==> src/verilog/corePkg.sv <==
// ~~~~~~~~~~~~~~~~~~~~~~~~~~~~~~~~~~~~~~
// core package for the four-stage RV32I pipeline
// widths, opcodes, funct3 codes and stage payload structs
// ~~~~~~~~~~~~~~~~~~~~~~~~~~~~~~~~~~~~~~
`default_nettype none

package corePkg;

  localparam int wordBits = 32;  // data and address width
  localparam int regCount = 32;  // architectural registers

  typedef logic [wordBits-1:0] wordT;
  typedef logic [4:0] regAddrT;

  localparam wordT resetPc = '0;  // first fetch address
  localparam wordT instBytes = 'd4;  // pc step, no compressed isa

  // major opcodes, anything else retires as a no-op
  typedef enum logic [6:0] {
    opCompute = 7'b0110011,
    opImm     = 7'b0010011,
    opBranch  = 7'b1100011,
    opLui     = 7'b0110111,
    opAuipc   = 7'b0010111
  } opcodeT;

  typedef enum logic [2:0] {
    aluAdd  = 3'b000,  // also sub with altFunc
    aluSll  = 3'b001,
    aluSlt  = 3'b010,
    aluSltu = 3'b011,
    aluXor  = 3'b100,
    aluSrl  = 3'b101,  // also sra with altFunc
    aluOr   = 3'b110,
    aluAnd  = 3'b111
  } aluFuncT;

  // 010 and 011 are undefined, resolved as not taken
  typedef enum logic [2:0] {
    brEq  = 3'b000,
    brNe  = 3'b001,
    brLt  = 3'b100,
    brGe  = 3'b101,
    brLtu = 3'b110,
    brGeu = 3'b111
  } branchFuncT;

  typedef struct packed {
    logic valid;
    wordT pc;
    wordT inst;
  } fetchedT;  // fetch to decode

  typedef struct packed {
    logic    valid;
    wordT    pc;
    opcodeT  opcode;
    logic [2:0] funct3;
    logic    altFunc;  // sub / sra select
    regAddrT rs1;
    regAddrT rs2;
    regAddrT rd;
    wordT    imm;  // sign extended by format
  } decodedT;  // decode to execute

  typedef struct packed {
    logic    valid;
    regAddrT rd;
    wordT    data;
  } commitT;  // execute to writeback, also the commit port

  typedef struct packed {
    logic valid;
    wordT target;
  } redirectT;  // taken branch back to fetch

endpackage

`default_nettype wire

==> src/verilog/aluUnit.sv <==
// ~~~~~~~~~~~~~~~~~~~~~~~~~~~~~~~~~~~~~~
// RV32I integer ALU, purely combinational
// ~~~~~~~~~~~~~~~~~~~~~~~~~~~~~~~~~~~~~~
`timescale 1ns/100ps
`default_nettype none

module aluUnit (
  input  wire corePkg::wordT     opA,
  input  wire corePkg::wordT     opB,
  input  wire corePkg::aluFuncT  func,
  input  wire                    altFunc,
  output corePkg::wordT          result
);

  logic [4:0] shamt;
  logic       lessSigned;
  logic       lessUnsigned;

  assign shamt        = opB[4:0];  // only low five bits count
  assign lessSigned   = $signed(opA) < $signed(opB);
  assign lessUnsigned = opA < opB;

  always_comb
  begin
    case (func)
      corePkg::aluAdd:  result = altFunc ? (opA - opB) : (opA + opB);
      corePkg::aluSll:  result = opA << shamt;
      corePkg::aluSlt:  result = {{(corePkg::wordBits-1){1'b0}}, lessSigned};
      corePkg::aluSltu: result = {{(corePkg::wordBits-1){1'b0}}, lessUnsigned};
      corePkg::aluXor:  result = opA ^ opB;
      corePkg::aluSrl:
        if (altFunc)
          result = $signed(opA) >>> shamt;  // sra keeps the sign
        else
          result = opA >> shamt;
      corePkg::aluOr:   result = opA | opB;
      corePkg::aluAnd:  result = opA & opB;
      default:          result = '0;
    endcase
  end

endmodule

`default_nettype wire

==> src/verilog/decodeUnit.sv <==
// ~~~~~~~~~~~~~~~~~~~~~~~~~~~~~~~~~~~~~~
// decode stage: field split and immediate
// generation into the decode register
// ~~~~~~~~~~~~~~~~~~~~~~~~~~~~~~~~~~~~~~
`timescale 1ns/100ps
`default_nettype none

module decodeUnit (
  input  wire                     clk,
  input  wire                     rstN,
  input  wire corePkg::fetchedT   fetched,
  input  wire corePkg::redirectT  redirect,
  output corePkg::decodedT        decoded
);

  corePkg::wordT    inst;
  corePkg::wordT    immI;
  corePkg::wordT    immB;
  corePkg::wordT    immU;
  corePkg::decodedT decodeNext;

  assign inst = fetched.inst;

  // immediates per format, all sign extended from bit 31
  assign immI = {{20{inst[31]}}, inst[31:20]};
  assign immB = {{20{inst[31]}}, inst[7], inst[30:25], inst[11:8], 1'b0};
  assign immU = {inst[31:12], 12'b0};

  always_comb
  begin
    decodeNext.valid   = fetched.valid;
    decodeNext.pc      = fetched.pc;
    decodeNext.opcode  = corePkg::opcodeT'(inst[6:0]);
    decodeNext.funct3  = inst[14:12];
    decodeNext.rs1     = inst[19:15];
    decodeNext.rs2     = inst[24:20];
    decodeNext.rd      = inst[11:7];
    decodeNext.altFunc = 1'b0;
    decodeNext.imm     = immI;  // I-type by default, shamt sits in imm[4:0]
    case (decodeNext.opcode)
      corePkg::opCompute:
        decodeNext.altFunc = inst[30];  // sub, sra
      corePkg::opImm:
        decodeNext.altFunc = inst[30] && (inst[13:12] == 2'b01);  // only srai, never addi
      corePkg::opBranch:
        decodeNext.imm = immB;
      corePkg::opLui, corePkg::opAuipc:
        decodeNext.imm = immU;
      default:
        decodeNext.imm = immI;  // unknown opcodes pass through, execute ignores them
    endcase
  end

  // decode register, squashed in the same cycle a branch redirects
  always_ff @(posedge clk)
  begin
    decoded <= decodeNext;
    if (!rstN || redirect.valid)
      decoded.valid <= 1'b0;
  end

endmodule

`default_nettype wire

==> src/verilog/executeUnit.sv <==
// ~~~~~~~~~~~~~~~~~~~~~~~~~~~~~~~~~~~~~~
// execute stage: forwarding, ALU, branch
// resolve and the writeback register
// ~~~~~~~~~~~~~~~~~~~~~~~~~~~~~~~~~~~~~~
`timescale 1ns/100ps
`default_nettype none

module executeUnit (
  input  wire                     clk,
  input  wire                     rstN,
  input  wire corePkg::decodedT   decoded,
  input  wire corePkg::wordT      rdData1,
  input  wire corePkg::wordT      rdData2,
  input  wire                     fetchValid,
  output corePkg::regAddrT        rs1,
  output corePkg::regAddrT        rs2,
  output corePkg::redirectT       redirect,
  output corePkg::commitT         wbCommit,
  output logic                    drained
);

  corePkg::wordT opA;
  corePkg::wordT opB;
  corePkg::wordT aluB;
  corePkg::wordT aluResult;
  corePkg::wordT result;
  logic          fwdOk;   // writeback holds a live nonzero rd
  logic          writes;  // opcode produces a register result
  logic          taken;

  assign rs1 = decoded.rs1;
  assign rs2 = decoded.rs2;

  // the register file write lands at this edge, so take writeback directly
  assign fwdOk = wbCommit.valid && (wbCommit.rd != '0);
  assign opA   = (fwdOk && wbCommit.rd == decoded.rs1) ? wbCommit.data : rdData1;
  assign opB   = (fwdOk && wbCommit.rd == decoded.rs2) ? wbCommit.data : rdData2;
  assign aluB  = (decoded.opcode == corePkg::opImm) ? decoded.imm : opB;

  aluUnit alu (
    .opA     (opA),
    .opB     (aluB),
    .func    (corePkg::aluFuncT'(decoded.funct3)),
    .altFunc (decoded.altFunc),
    .result  (aluResult)
  );

  always_comb
  begin
    writes = 1'b1;
    result = aluResult;
    case (decoded.opcode)
      corePkg::opCompute, corePkg::opImm: result = aluResult;
      corePkg::opLui:   result = decoded.imm;  // upper immediate as is
      corePkg::opAuipc: result = decoded.pc + decoded.imm;
      default:          writes = 1'b0;  // branches and unknowns
    endcase
  end

  // branch conditions compare the forwarded operands
  always_comb
  begin
    case (corePkg::branchFuncT'(decoded.funct3))
      corePkg::brEq:  taken = (opA == opB);
      corePkg::brNe:  taken = (opA != opB);
      corePkg::brLt:  taken = $signed(opA) < $signed(opB);
      corePkg::brGe:  taken = $signed(opA) >= $signed(opB);
      corePkg::brLtu: taken = opA < opB;
      corePkg::brGeu: taken = opA >= opB;
      default:        taken = 1'b0;
    endcase
    redirect.valid  = decoded.valid && (decoded.opcode == corePkg::opBranch) && taken;
    redirect.target = decoded.pc + decoded.imm;  // predict not taken, so taken = redirect
  end

  always_ff @(posedge clk)
  begin
    wbCommit.rd   <= decoded.rd;
    wbCommit.data <= result;
    if (!rstN)
      wbCommit.valid <= 1'b0;
    else
      wbCommit.valid <= decoded.valid && writes && (decoded.rd != '0);  // x0 writes dropped
  end

  assign drained = !decoded.valid && !fetchValid && !wbCommit.valid;

endmodule

`default_nettype wire

==> src/verilog/fetchUnit.sv <==
// ~~~~~~~~~~~~~~~~~~~~~~~~~~~~~~~~~~~~~~
// fetch stage: pc, fetch register, flush on
// taken branch and end-of-program halt
// ~~~~~~~~~~~~~~~~~~~~~~~~~~~~~~~~~~~~~~
`timescale 1ns/100ps
`default_nettype none

module fetchUnit (
  input  wire                      clk,
  input  wire                      rstN,
  input  wire corePkg::wordT       instWord,
  input  wire corePkg::redirectT   redirect,
  input  wire                      drained,
  output corePkg::wordT            instAddr,
  output corePkg::fetchedT         fetched,
  output logic                     halt
);

  corePkg::wordT pc;
  logic stopped;   // all-zero word seen, pc frozen
  logic zeroWord;

  assign zeroWord = (instWord == '0);
  assign instAddr = pc;  // instruction port is combinational

  always_ff @(posedge clk)
  begin
    if (!rstN)
    begin
      pc      <= corePkg::resetPc;
      stopped <= 1'b0;
      halt    <= 1'b0;
    end
    else
    begin
      if (redirect.valid)
      begin
        pc      <= redirect.target;  // branch wins over everything, restarts a stopped fetch
        stopped <= 1'b0;
      end
      else if (!stopped)
      begin
        if (zeroWord)
          stopped <= 1'b1;  // hold instAddr on the zero word
        else
          pc <= pc + corePkg::instBytes;
      end
      if (stopped && drained)
        halt <= 1'b1;  // sticky until reset
    end
  end

  // fetch register, flushed by a redirect and empty while stopped
  always_ff @(posedge clk)
  begin
    fetched.pc   <= pc;
    fetched.inst <= instWord;
    if (!rstN)
      fetched.valid <= 1'b0;
    else
      fetched.valid <= !redirect.valid && !stopped && !zeroWord;
  end

endmodule

`default_nettype wire

==> src/verilog/regFile.sv <==
// ~~~~~~~~~~~~~~~~~~~~~~~~~~~~~~~~~~~~~~
// integer register file, 2 read / 1 write
// ~~~~~~~~~~~~~~~~~~~~~~~~~~~~~~~~~~~~~~
`timescale 1ns/100ps
`default_nettype none

module regFile (
  input  wire                    clk,
  input  wire corePkg::regAddrT  rs1,
  input  wire corePkg::regAddrT  rs2,
  input  wire corePkg::commitT   wr,
  output corePkg::wordT          rdData1,
  output corePkg::wordT          rdData2
);

  corePkg::wordT regs [corePkg::regCount];

  // reads are combinational, x0 always zero
  assign rdData1 = (rs1 == '0) ? '0 : regs[rs1];
  assign rdData2 = (rs2 == '0) ? '0 : regs[rs2];

  // commit never carries rd 0, so x0 is never written
  always_ff @(posedge clk)
  begin
    if (wr.valid)
      regs[wr.rd] <= wr.data;
  end

endmodule

`default_nettype wire

==> src/verilog/riscCore.sv <==
// ~~~~~~~~~~~~~~~~~~~~~~~~~~~~~~~~~~~~~~
// RV32I core top: fetch, decode, execute,
// writeback with commit port and halt
// ~~~~~~~~~~~~~~~~~~~~~~~~~~~~~~~~~~~~~~
`timescale 1ns/100ps
`default_nettype none

module riscCore (
  input  wire                 clk,
  input  wire                 rstN,
  input  wire corePkg::wordT  instWord,
  output corePkg::wordT       instAddr,
  output corePkg::commitT     commit,
  output logic                halt
);

  corePkg::fetchedT  fetched;
  corePkg::decodedT  decoded;
  corePkg::redirectT redirect;
  corePkg::commitT   wbCommit;  // write port, forward source and commit
  corePkg::regAddrT  rs1;
  corePkg::regAddrT  rs2;
  corePkg::wordT     rdData1;
  corePkg::wordT     rdData2;
  logic              drained;

  fetchUnit fetchU (
    .clk (clk), .rstN (rstN),
    .instWord (instWord), .redirect (redirect), .drained (drained),
    .instAddr (instAddr), .fetched (fetched), .halt (halt)
  );

  decodeUnit decodeU (
    .clk (clk), .rstN (rstN),
    .fetched (fetched), .redirect (redirect), .decoded (decoded)
  );

  regFile regFileU (
    .clk (clk), .rs1 (rs1), .rs2 (rs2), .wr (wbCommit),
    .rdData1 (rdData1), .rdData2 (rdData2)
  );

  executeUnit executeU (
    .clk (clk), .rstN (rstN),
    .decoded (decoded), .rdData1 (rdData1), .rdData2 (rdData2),
    .fetchValid (fetched.valid),  // for the drain check
    .rs1 (rs1), .rs2 (rs2), .redirect (redirect),
    .wbCommit (wbCommit), .drained (drained)
  );

  assign commit = wbCommit;

endmodule

`default_nettype wire
==> config.mk <==
export PLATFORM = sky130hd
export DESIGN_NAME = riscCore
export DESIGN_NICKNAME = d
export VERILOG_FILES = /design/src/verilog/corePkg.sv /design/src/verilog/aluUnit.sv /design/src/verilog/decodeUnit.sv /design/src/verilog/executeUnit.sv /design/src/verilog/fetchUnit.sv /design/src/verilog/regFile.sv /design/src/verilog/riscCore.sv
export SDC_FILE = /design/constraint.sdc
export NUM_CORES = 2
export LEC_CHECK = 0
export BUFFER_PORTS_ARGS = -buffer_cell sky130_fd_sc_hd__buf_4
export CAP_MARGIN = 25
export CORE_UTILIZATION = 64
export CTS_CLUSTER_SIZE = 20
export DETAILED_ROUTE_END_ITERATION = 10
export PLACE_DENSITY = 0.81
export RECOVER_POWER = 25
export REMOVE_ABC_BUFFERS = 1
export SLEW_MARGIN = 20
export SYNTH_ARGS = -nofsm -noshare
export SYNTH_HDL_FRONTEND = slang
export SYNTH_SLANG_ARGS = --single-unit
==> constraint.sdc <==
create_clock -name clk -period 7.1 [get_ports clk]
set_input_delay 1.065 -clock clk [delete_from_list [all_inputs] [get_ports clk]]
set_output_delay 1.065 -clock clk [all_outputs]
set_load 0.01 [all_outputs]
# After elaboration in Yosys (flattened, before gate mapping)
# Memories as Yosys holds them, arrays and structs flattened. A register that Yosys moved wholly into a read port is not among the register bits.
# Index checks and enable logic that the tools add are counted.
[op_classes]
n_addsub = 4
magnitude_cmp = 6
n_eq_ne = 24
n_shift = 3
muxes = 20
bitwise = 4
n_reduce_logical = 31
[op_table]
columns = ["operator", "count"]
rows = [
  ["2-to-1 mux 32 bit", 10],
  ["one-hot mux 32 bit (8 select lines)", 1],
  ["< comparator 32 bit", 4],
  ["adder 32 bit", 2],
  ["greater-or-equal comparator 32 bit", 2],
  ["one-hot mux 32 bit (2 select lines)", 1],
  ["one-hot mux 31 bit (2 select lines)", 1],
  ["adder 32 x 3 -> 32 bit, second input constant", 1],
  ["bitwise AND 32 bit", 1],
  ["equality test 32 bit", 1],
  ["zero test 32 bit", 1],
  ["!= test 32 bit", 1],
  ["OR 32 bit", 1],
  ["left shift 32 x 5 -> 32 bit", 1],
  ["right shift 32 x 5 -> 32 bit", 1],
  [">>> shifter 32 x 5 -> 32 bit", 1],
  ["subtractor 32 bit", 1],
  ["XOR 32 bit", 1],
  ["equality test 7 x 5 -> 1 bit, second input constant", 4],
  ["equality test 7 x 6 -> 1 bit, second input constant", 4],
  ["equality test 7 bit, second input constant", 2],
  ["logical AND 1 bit", 13],
  ["equality test 3 bit, second input constant", 4],
  ["equality test 5 bit", 2],
  ["other kinds (16)", 31],
]
[word_totals]
regBits = 228
mem_bits_rw = 1024
output_inout_bits = 71
memories = 1
[memory_table]
columns = ["memory", "words", "width", "rd", "rd_ports_with_merged_regs", "write_ports", "line", "rtl"]
rows = [
  ["regFileU.regs", 32, 32, 2, 2, 1, "regFile.sv:16", "corePkg::wordT regs [corePkg::regCount];"],
]

# Logic depth before layout (Yosys ltp)
[logic_depth]
depth_word = 10
ltp_mapped = 31
mapped_depth_nobuf = 21

# By module
# Synthesis repeated with hierarchy kept, for this count alone.
[hier_totals]
hier_cells = 4827
area_unflattened_um2 = 66487.5
[by_module_without_submodules]
columns = ["mod", "n_inst", "cells_each", "area_per_inst_um2", "seq_area_each_um2"]
rows = [
  ["regFile", 1, 2460, 47295.4, 30749.5],
  ["aluUnit", 1, 1285, 8703.3, 0.0],
  ["executeUnit", 1, 639, 5004.8, 760.7],
  ["fetchUnit", 1, 296, 3269.4, 1981.9],
  ["decodeUnit", 1, 147, 2214.6, 1821.7],
]

# Worst setup path before layout
# No wires, ideal clock.
[synth_path]
path_kind = "reg-to-reg"
startpoint = "register executeU.rs2[0] (netlist name)"
endpoint = "register executeU.wbCommit[30] (netlist name)"
setup_time_ns = 0.137
arrival_time_ns = 5.862
slack_ns = 1.102
path_stages_with_launch = 27
path_buffers = 8
cell_sequence = "dfxtp_1 -> buf_6 -> buf_12 -> buf_12 -> buf_12 -> buf_6 -> buf_4 -> buf_2 -> buf_1 -> mux4_2 -> a221oi_1 -> a21oi_1 -> a22o_1 -> inv_1 -> a21oi_1 -> ha_1 -> or3_1 -> nor2_1 -> o21ai_0 -> a2111oi_0 -> o21a_1 -> or2_2 -> a211oi_1 -> o311ai_0 -> mux2i_1 -> nor4bb_1 -> a211oi_1"
[synth_between]
elab_chain_cells = 8
elab_cells_between_ends = 18
[synth_rtl]
columns = ["item", "line", "rtl"]
rows = [
  ["zero test 5 bit / equality test 5 bit (equally long branches)", "regFile.sv:20, executeUnit.sv:37", ""],
  ["2-to-1 mux 32 bit / logical AND 1 bit (equally long branches)", "regFile.sv:20, executeUnit.sv:37", ""],
  ["2-to-1 mux 32 bit *", "executeUnit.sv:37", "assign opB = (fwdOk && wbCommit.rd == decoded.rs2) ? wbCommit.data : rdData2;"],
  ["2-to-1 mux 32 bit *", "executeUnit.sv:38", "assign aluB = (decoded.opcode == corePkg::opImm) ? decoded.imm : opB;"],
  ["adder 32 bit, or another cell as far along", "aluUnit.sv:26", "corePkg::aluAdd: result = altFunc ? (opA - opB) : (opA + opB);"],
  ["2-to-1 mux 32 bit (on tied branches)", "aluUnit.sv:26, aluUnit.sv:32", ""],
  ["one-hot mux 32 bit (8 select lines) *", "aluUnit.sv:25", "case (func)"],
  ["one-hot mux 32 bit (2 select lines) *", "executeUnit.sv:52", "case (decoded.opcode)"],
  ["named net executeU.result[30]", "executeUnit.sv:26", "corePkg::wordT result;"],
]
# Mark *: on every way through the listed nets, which the timed path passes. The rest lies on a longest branch.
# A chain may end at the register's enable or synchronous reset.

# Worst setup path after layout
[layout_path]
startpoint = "register executeU.rs1[3] (netlist name)"
endpoint = "register executeU.wbCommit[31] (netlist name)"
[layout_between]
elab_chain_cells = 7
elab_cells_between_ends = 17
[layout_rtl]
columns = ["item", "line", "rtl"]
rows = [
  ["zero test 5 bit / equality test 5 bit (equally long branches)", "regFile.sv:19, executeUnit.sv:36", ""],
  ["2-to-1 mux 32 bit / logical AND 1 bit (equally long branches)", "regFile.sv:19, executeUnit.sv:36", ""],
  ["2-to-1 mux 32 bit *", "executeUnit.sv:36", "assign opA = (fwdOk && wbCommit.rd == decoded.rs1) ? wbCommit.data : rdData1;"],
  ["adder 32 bit, or another cell as far along", "aluUnit.sv:26", ""],
  ["2-to-1 mux 32 bit (on tied branches)", "aluUnit.sv:26, aluUnit.sv:32", ""],
  ["one-hot mux 32 bit (8 select lines) *", "aluUnit.sv:25", ""],
  ["one-hot mux 32 bit (2 select lines) *", "executeUnit.sv:52", ""],
  ["named net executeU.result[31]", "executeUnit.sv:26", ""],
]
# Marks and branches as above.

==> impl_metrics.toml <==
[worst_setup_path]
reg2reg_slack_ns = 0.30
arrival_ns = 7.49
cp-start-kind = "flop"
rr_worst_depth = 22
path_class = "flop to flop"
rr_endpoint = "executeU.wbCommit[31]"
path_max_fanout = 20
r2r_start = "executeU.rs1[3]"
required_ns = 7.80
cp-end-kind = "flop"

[global_route]
overflow = 0
grtUsageTotal = 0.484
grt_max_degree = 62
grt_pass1_wl_um = 351000
antenna_found_initial = 7
grt_pass1_vias = 48622

[timing]
max_slew_margin = -0.142
fin_crit_sh = 0.957
finalSetupViolCount = 0
rsz0062_at_grt = "false"
whs_ns = 0.321
finalHoldViolCount = 0
tightestPinTransition_ns = 1.71
timing.fmax_mhz = 147
fin_skew_ns = 0.0368
fin_crit_ns = 6.80
drv_slew = 467

[synthesis]
synth-seq-cells = 1252
synth_compound_area_frac = 0.119
synth-edff-count = 1024
synth_simple_gate_area_share = 0.0585
ys_types = 94
synth_top_family_by_area = "multiplexers"
syn_inst = 4739
ys_seq_area_frac = 0.538
synth-xor-area-share = 0.0124
async_flop_share = 0
synth_mux_area_frac = 0.205
synth_area_per_cell_um2 = 13.8
synth.cell_area_um2 = 65600
synth_warnings = 0
synthAdderAreaFrac = 0.0316
synth_flop_cell = "edfxtp_1"

[detailed_routing]
num_vias = 50153
initialDrtViolationCount = 8934
routed_wl_um = 252000
drc = 0
wl_per_cell_um = 39.8
first_pass_iters = 7
antenna_left = 0
vias_per_cell = 7.91

[clock_network]
clock_sinks = 1252
post_cts_buffers = 0
ctsRootBufferMaster = "clkbuf_16"
clk_latency_ns = 0.79
cts_max_level = 4
clockBufferDepth = 3
clk_pin_slew_ns = 0.06
cts_tree = "built"
cts_made_buffers = 132

[placed_design]
numPortBuffers = 104
dp.cells = 6095
gp_congestion = 1.05
place_hpwl_um = 158000

[pwr]
vdd_drop_max_mv = 0.265
p_leak_nw = 26.0
power.density_nw_per_um2 = 259

[die]
rows = 117
die_x_um = 322
ios = 105
dieArea_um2 = 104000
start_util = 0.645
die_h_um = 322
core_area_um2 = 102000

[status]
violations = "max-capacitance violations, max-slew violations"
outcome = "finished with violations"

[final_layout]
instances_no_fill = 6338
drive_above_1_share = 0.217
area_growth_pct = 11.3
nets = 5060

[job]
max_cap_violations = 13

[worst_hold_path]
min_to = "decodeU.decoded[89]"
min_path_cells = 0
hold_start = "fetchU.fetched[63]"
hold_path.class = "flop to flop"
[metrics by stage]
step / cell area [µm²] / power [mW] / setup WS, ns / TNS (ns) / util
2_1_floorplan: 63900 / 10.7 / -12.48 / -764.67 / -
3_3_place_gp: 68800 / 11.9 / 0.698 / 0 / 0.676
3_5_place_dp: 68800 / 11.9 / 0.534 / 0 / 0.676
4_1_cts: 73100 / 18.7 / 0.477 / 0 / 0.719
5_1_grt: 73000 / 19.3 / 0.0469 / 0 / 0.718
6_report: 73000 / 18.9 / 0.304 / 0 / 0.718
[critical path, cell delays in order (launching register included)]
cell and delay (ns):
dfxtp_2 0.77, buf_4 0.33, nor2b_4 0.71, buf_4 0.61, a22oi_1 0.20, nand4_1 0.18
a32oi_1 0.12, buf_4 0.25, inv_1 0.12, ha_1 0.31, a2111oi_0 0.40, o21ai_0 0.29
a311oi_1 0.33, buf_4 0.18, nor4_1 0.05, buf_4 0.18, o311ai_0 0.47, a21oi_1 0.21
a21oi_1 0.24, nor3b_1 0.31, o31a_1 0.18, o21ai_0 0.08, a22oi_1 0.17
[cell usage in the layout, fill, tap and decap left out, drive strengths merged, types with 66 or more instances in the layout]
master / n
nand3: 93
mux2: 66
buf: 292
nor2: 217
o21ai: 226
dfxtp: 228
o221ai: 71
ha: 161
inv: 153
nand2: 232
mux2i: 313
mux4: 425
edfxtp: 1024
clkbuf: 223
a21oi: 232
[routing by layer]
metal,wire [µm],vias up,GRT usage,share of wire
li1,-,19266,-,-
met1,84600,24515,0.622,0.34
met2,106000,5001,0.692,0.42
met3,39800,1355,0.168,0.16
met4,22100,16,0.339,0.088
met5,98,-,0,0.00039
[layout make-up]
class                   count  area, µm²
flip-flops and latches   1252      35400
fillers                  6532      28700
multi-input cells        2991      28300
clock buffers             176       3680
repair buffers            339       2740
well taps                1368       1710
clock inverters            63        661
inverters                 146        559
diodes                      3       7.51
[cells in the mapped netlist (31+ instances only)]
library cell     n  share of area
mux2i_1        313          0.048
mux2_2          66          0.011
inv_1          141         0.0081
o21ai_0        215          0.016
clkbuf_1       214          0.012
edfxtp_1      1024           0.47
xnor2_1         65         0.0087
mux4_2         419           0.14
a221oi_1        36         0.0048
a21o_1          50         0.0057
o22ai_1         53         0.0051
nor2b_1         31         0.0030
a21oi_1        228          0.017
a211oi_1        65         0.0074
a22o_1          34         0.0045
nor3_1          39         0.0030
a22oi_1         61         0.0070
nor2_1         215          0.012
o221ai_1        71         0.0095
nand4_1         37         0.0035
nand2_1        231          0.013
nand2b_1        33         0.0031
nand3_1         92         0.0070
ha_1           161          0.031
buf_2           60         0.0046
o211ai_1        60         0.0069
dfxtp_1        228          0.070
[flip-flops by register name (all words and copies together) (netlist names)]
register and count:
fetchU.fetched 65, decodeU.decoded 81, executeU.rs1 5, regFileU.regs 1024, executeU.wbCommit 38, executeU.rs2 5, fetchU.stopped 1, fetchU.instAddr 32
fetchU.halt 1
[cells by family after synthesis]
kind of cell | count (synthesis)
flops | 1252
compound gates | 1125
simple gates | 805
mux | 804
buf+inv | 496
fa+ha+maj | 164
xor+xnor | 93
[how the worst max path moves through the flow]
stage / startpoint / end
after detailed placement: executeU.rs2[0] / executeU.wbCommit[30]
after CTS: executeU.rs2[0] / executeU.wbCommit[30]
after floorplan: executeU.rs2[0] / fetchU.instAddr[28]
final: executeU.rs1[3] / executeU.wbCommit[31]
after global routing: executeU.rs2[0] / executeU.wbCommit[31]
after global placement: executeU.rs2[4] / executeU.wbCommit[31]
[where the power goes]
| part | switching (mW) | internal [mW] |
|---|---|---|
| registers | 0.162 | 8.33 |
| logic | 2.32 | 1.13 |
| clock network | 3.03 | 3.95 |
[timing repair]
action,4_1_cts,5_1_grt
gates resized for setup,0,1
setup endpoints to repair,0,2
hold buffers,0,0
Note: power is estimated with default switching activity, not from simulation.
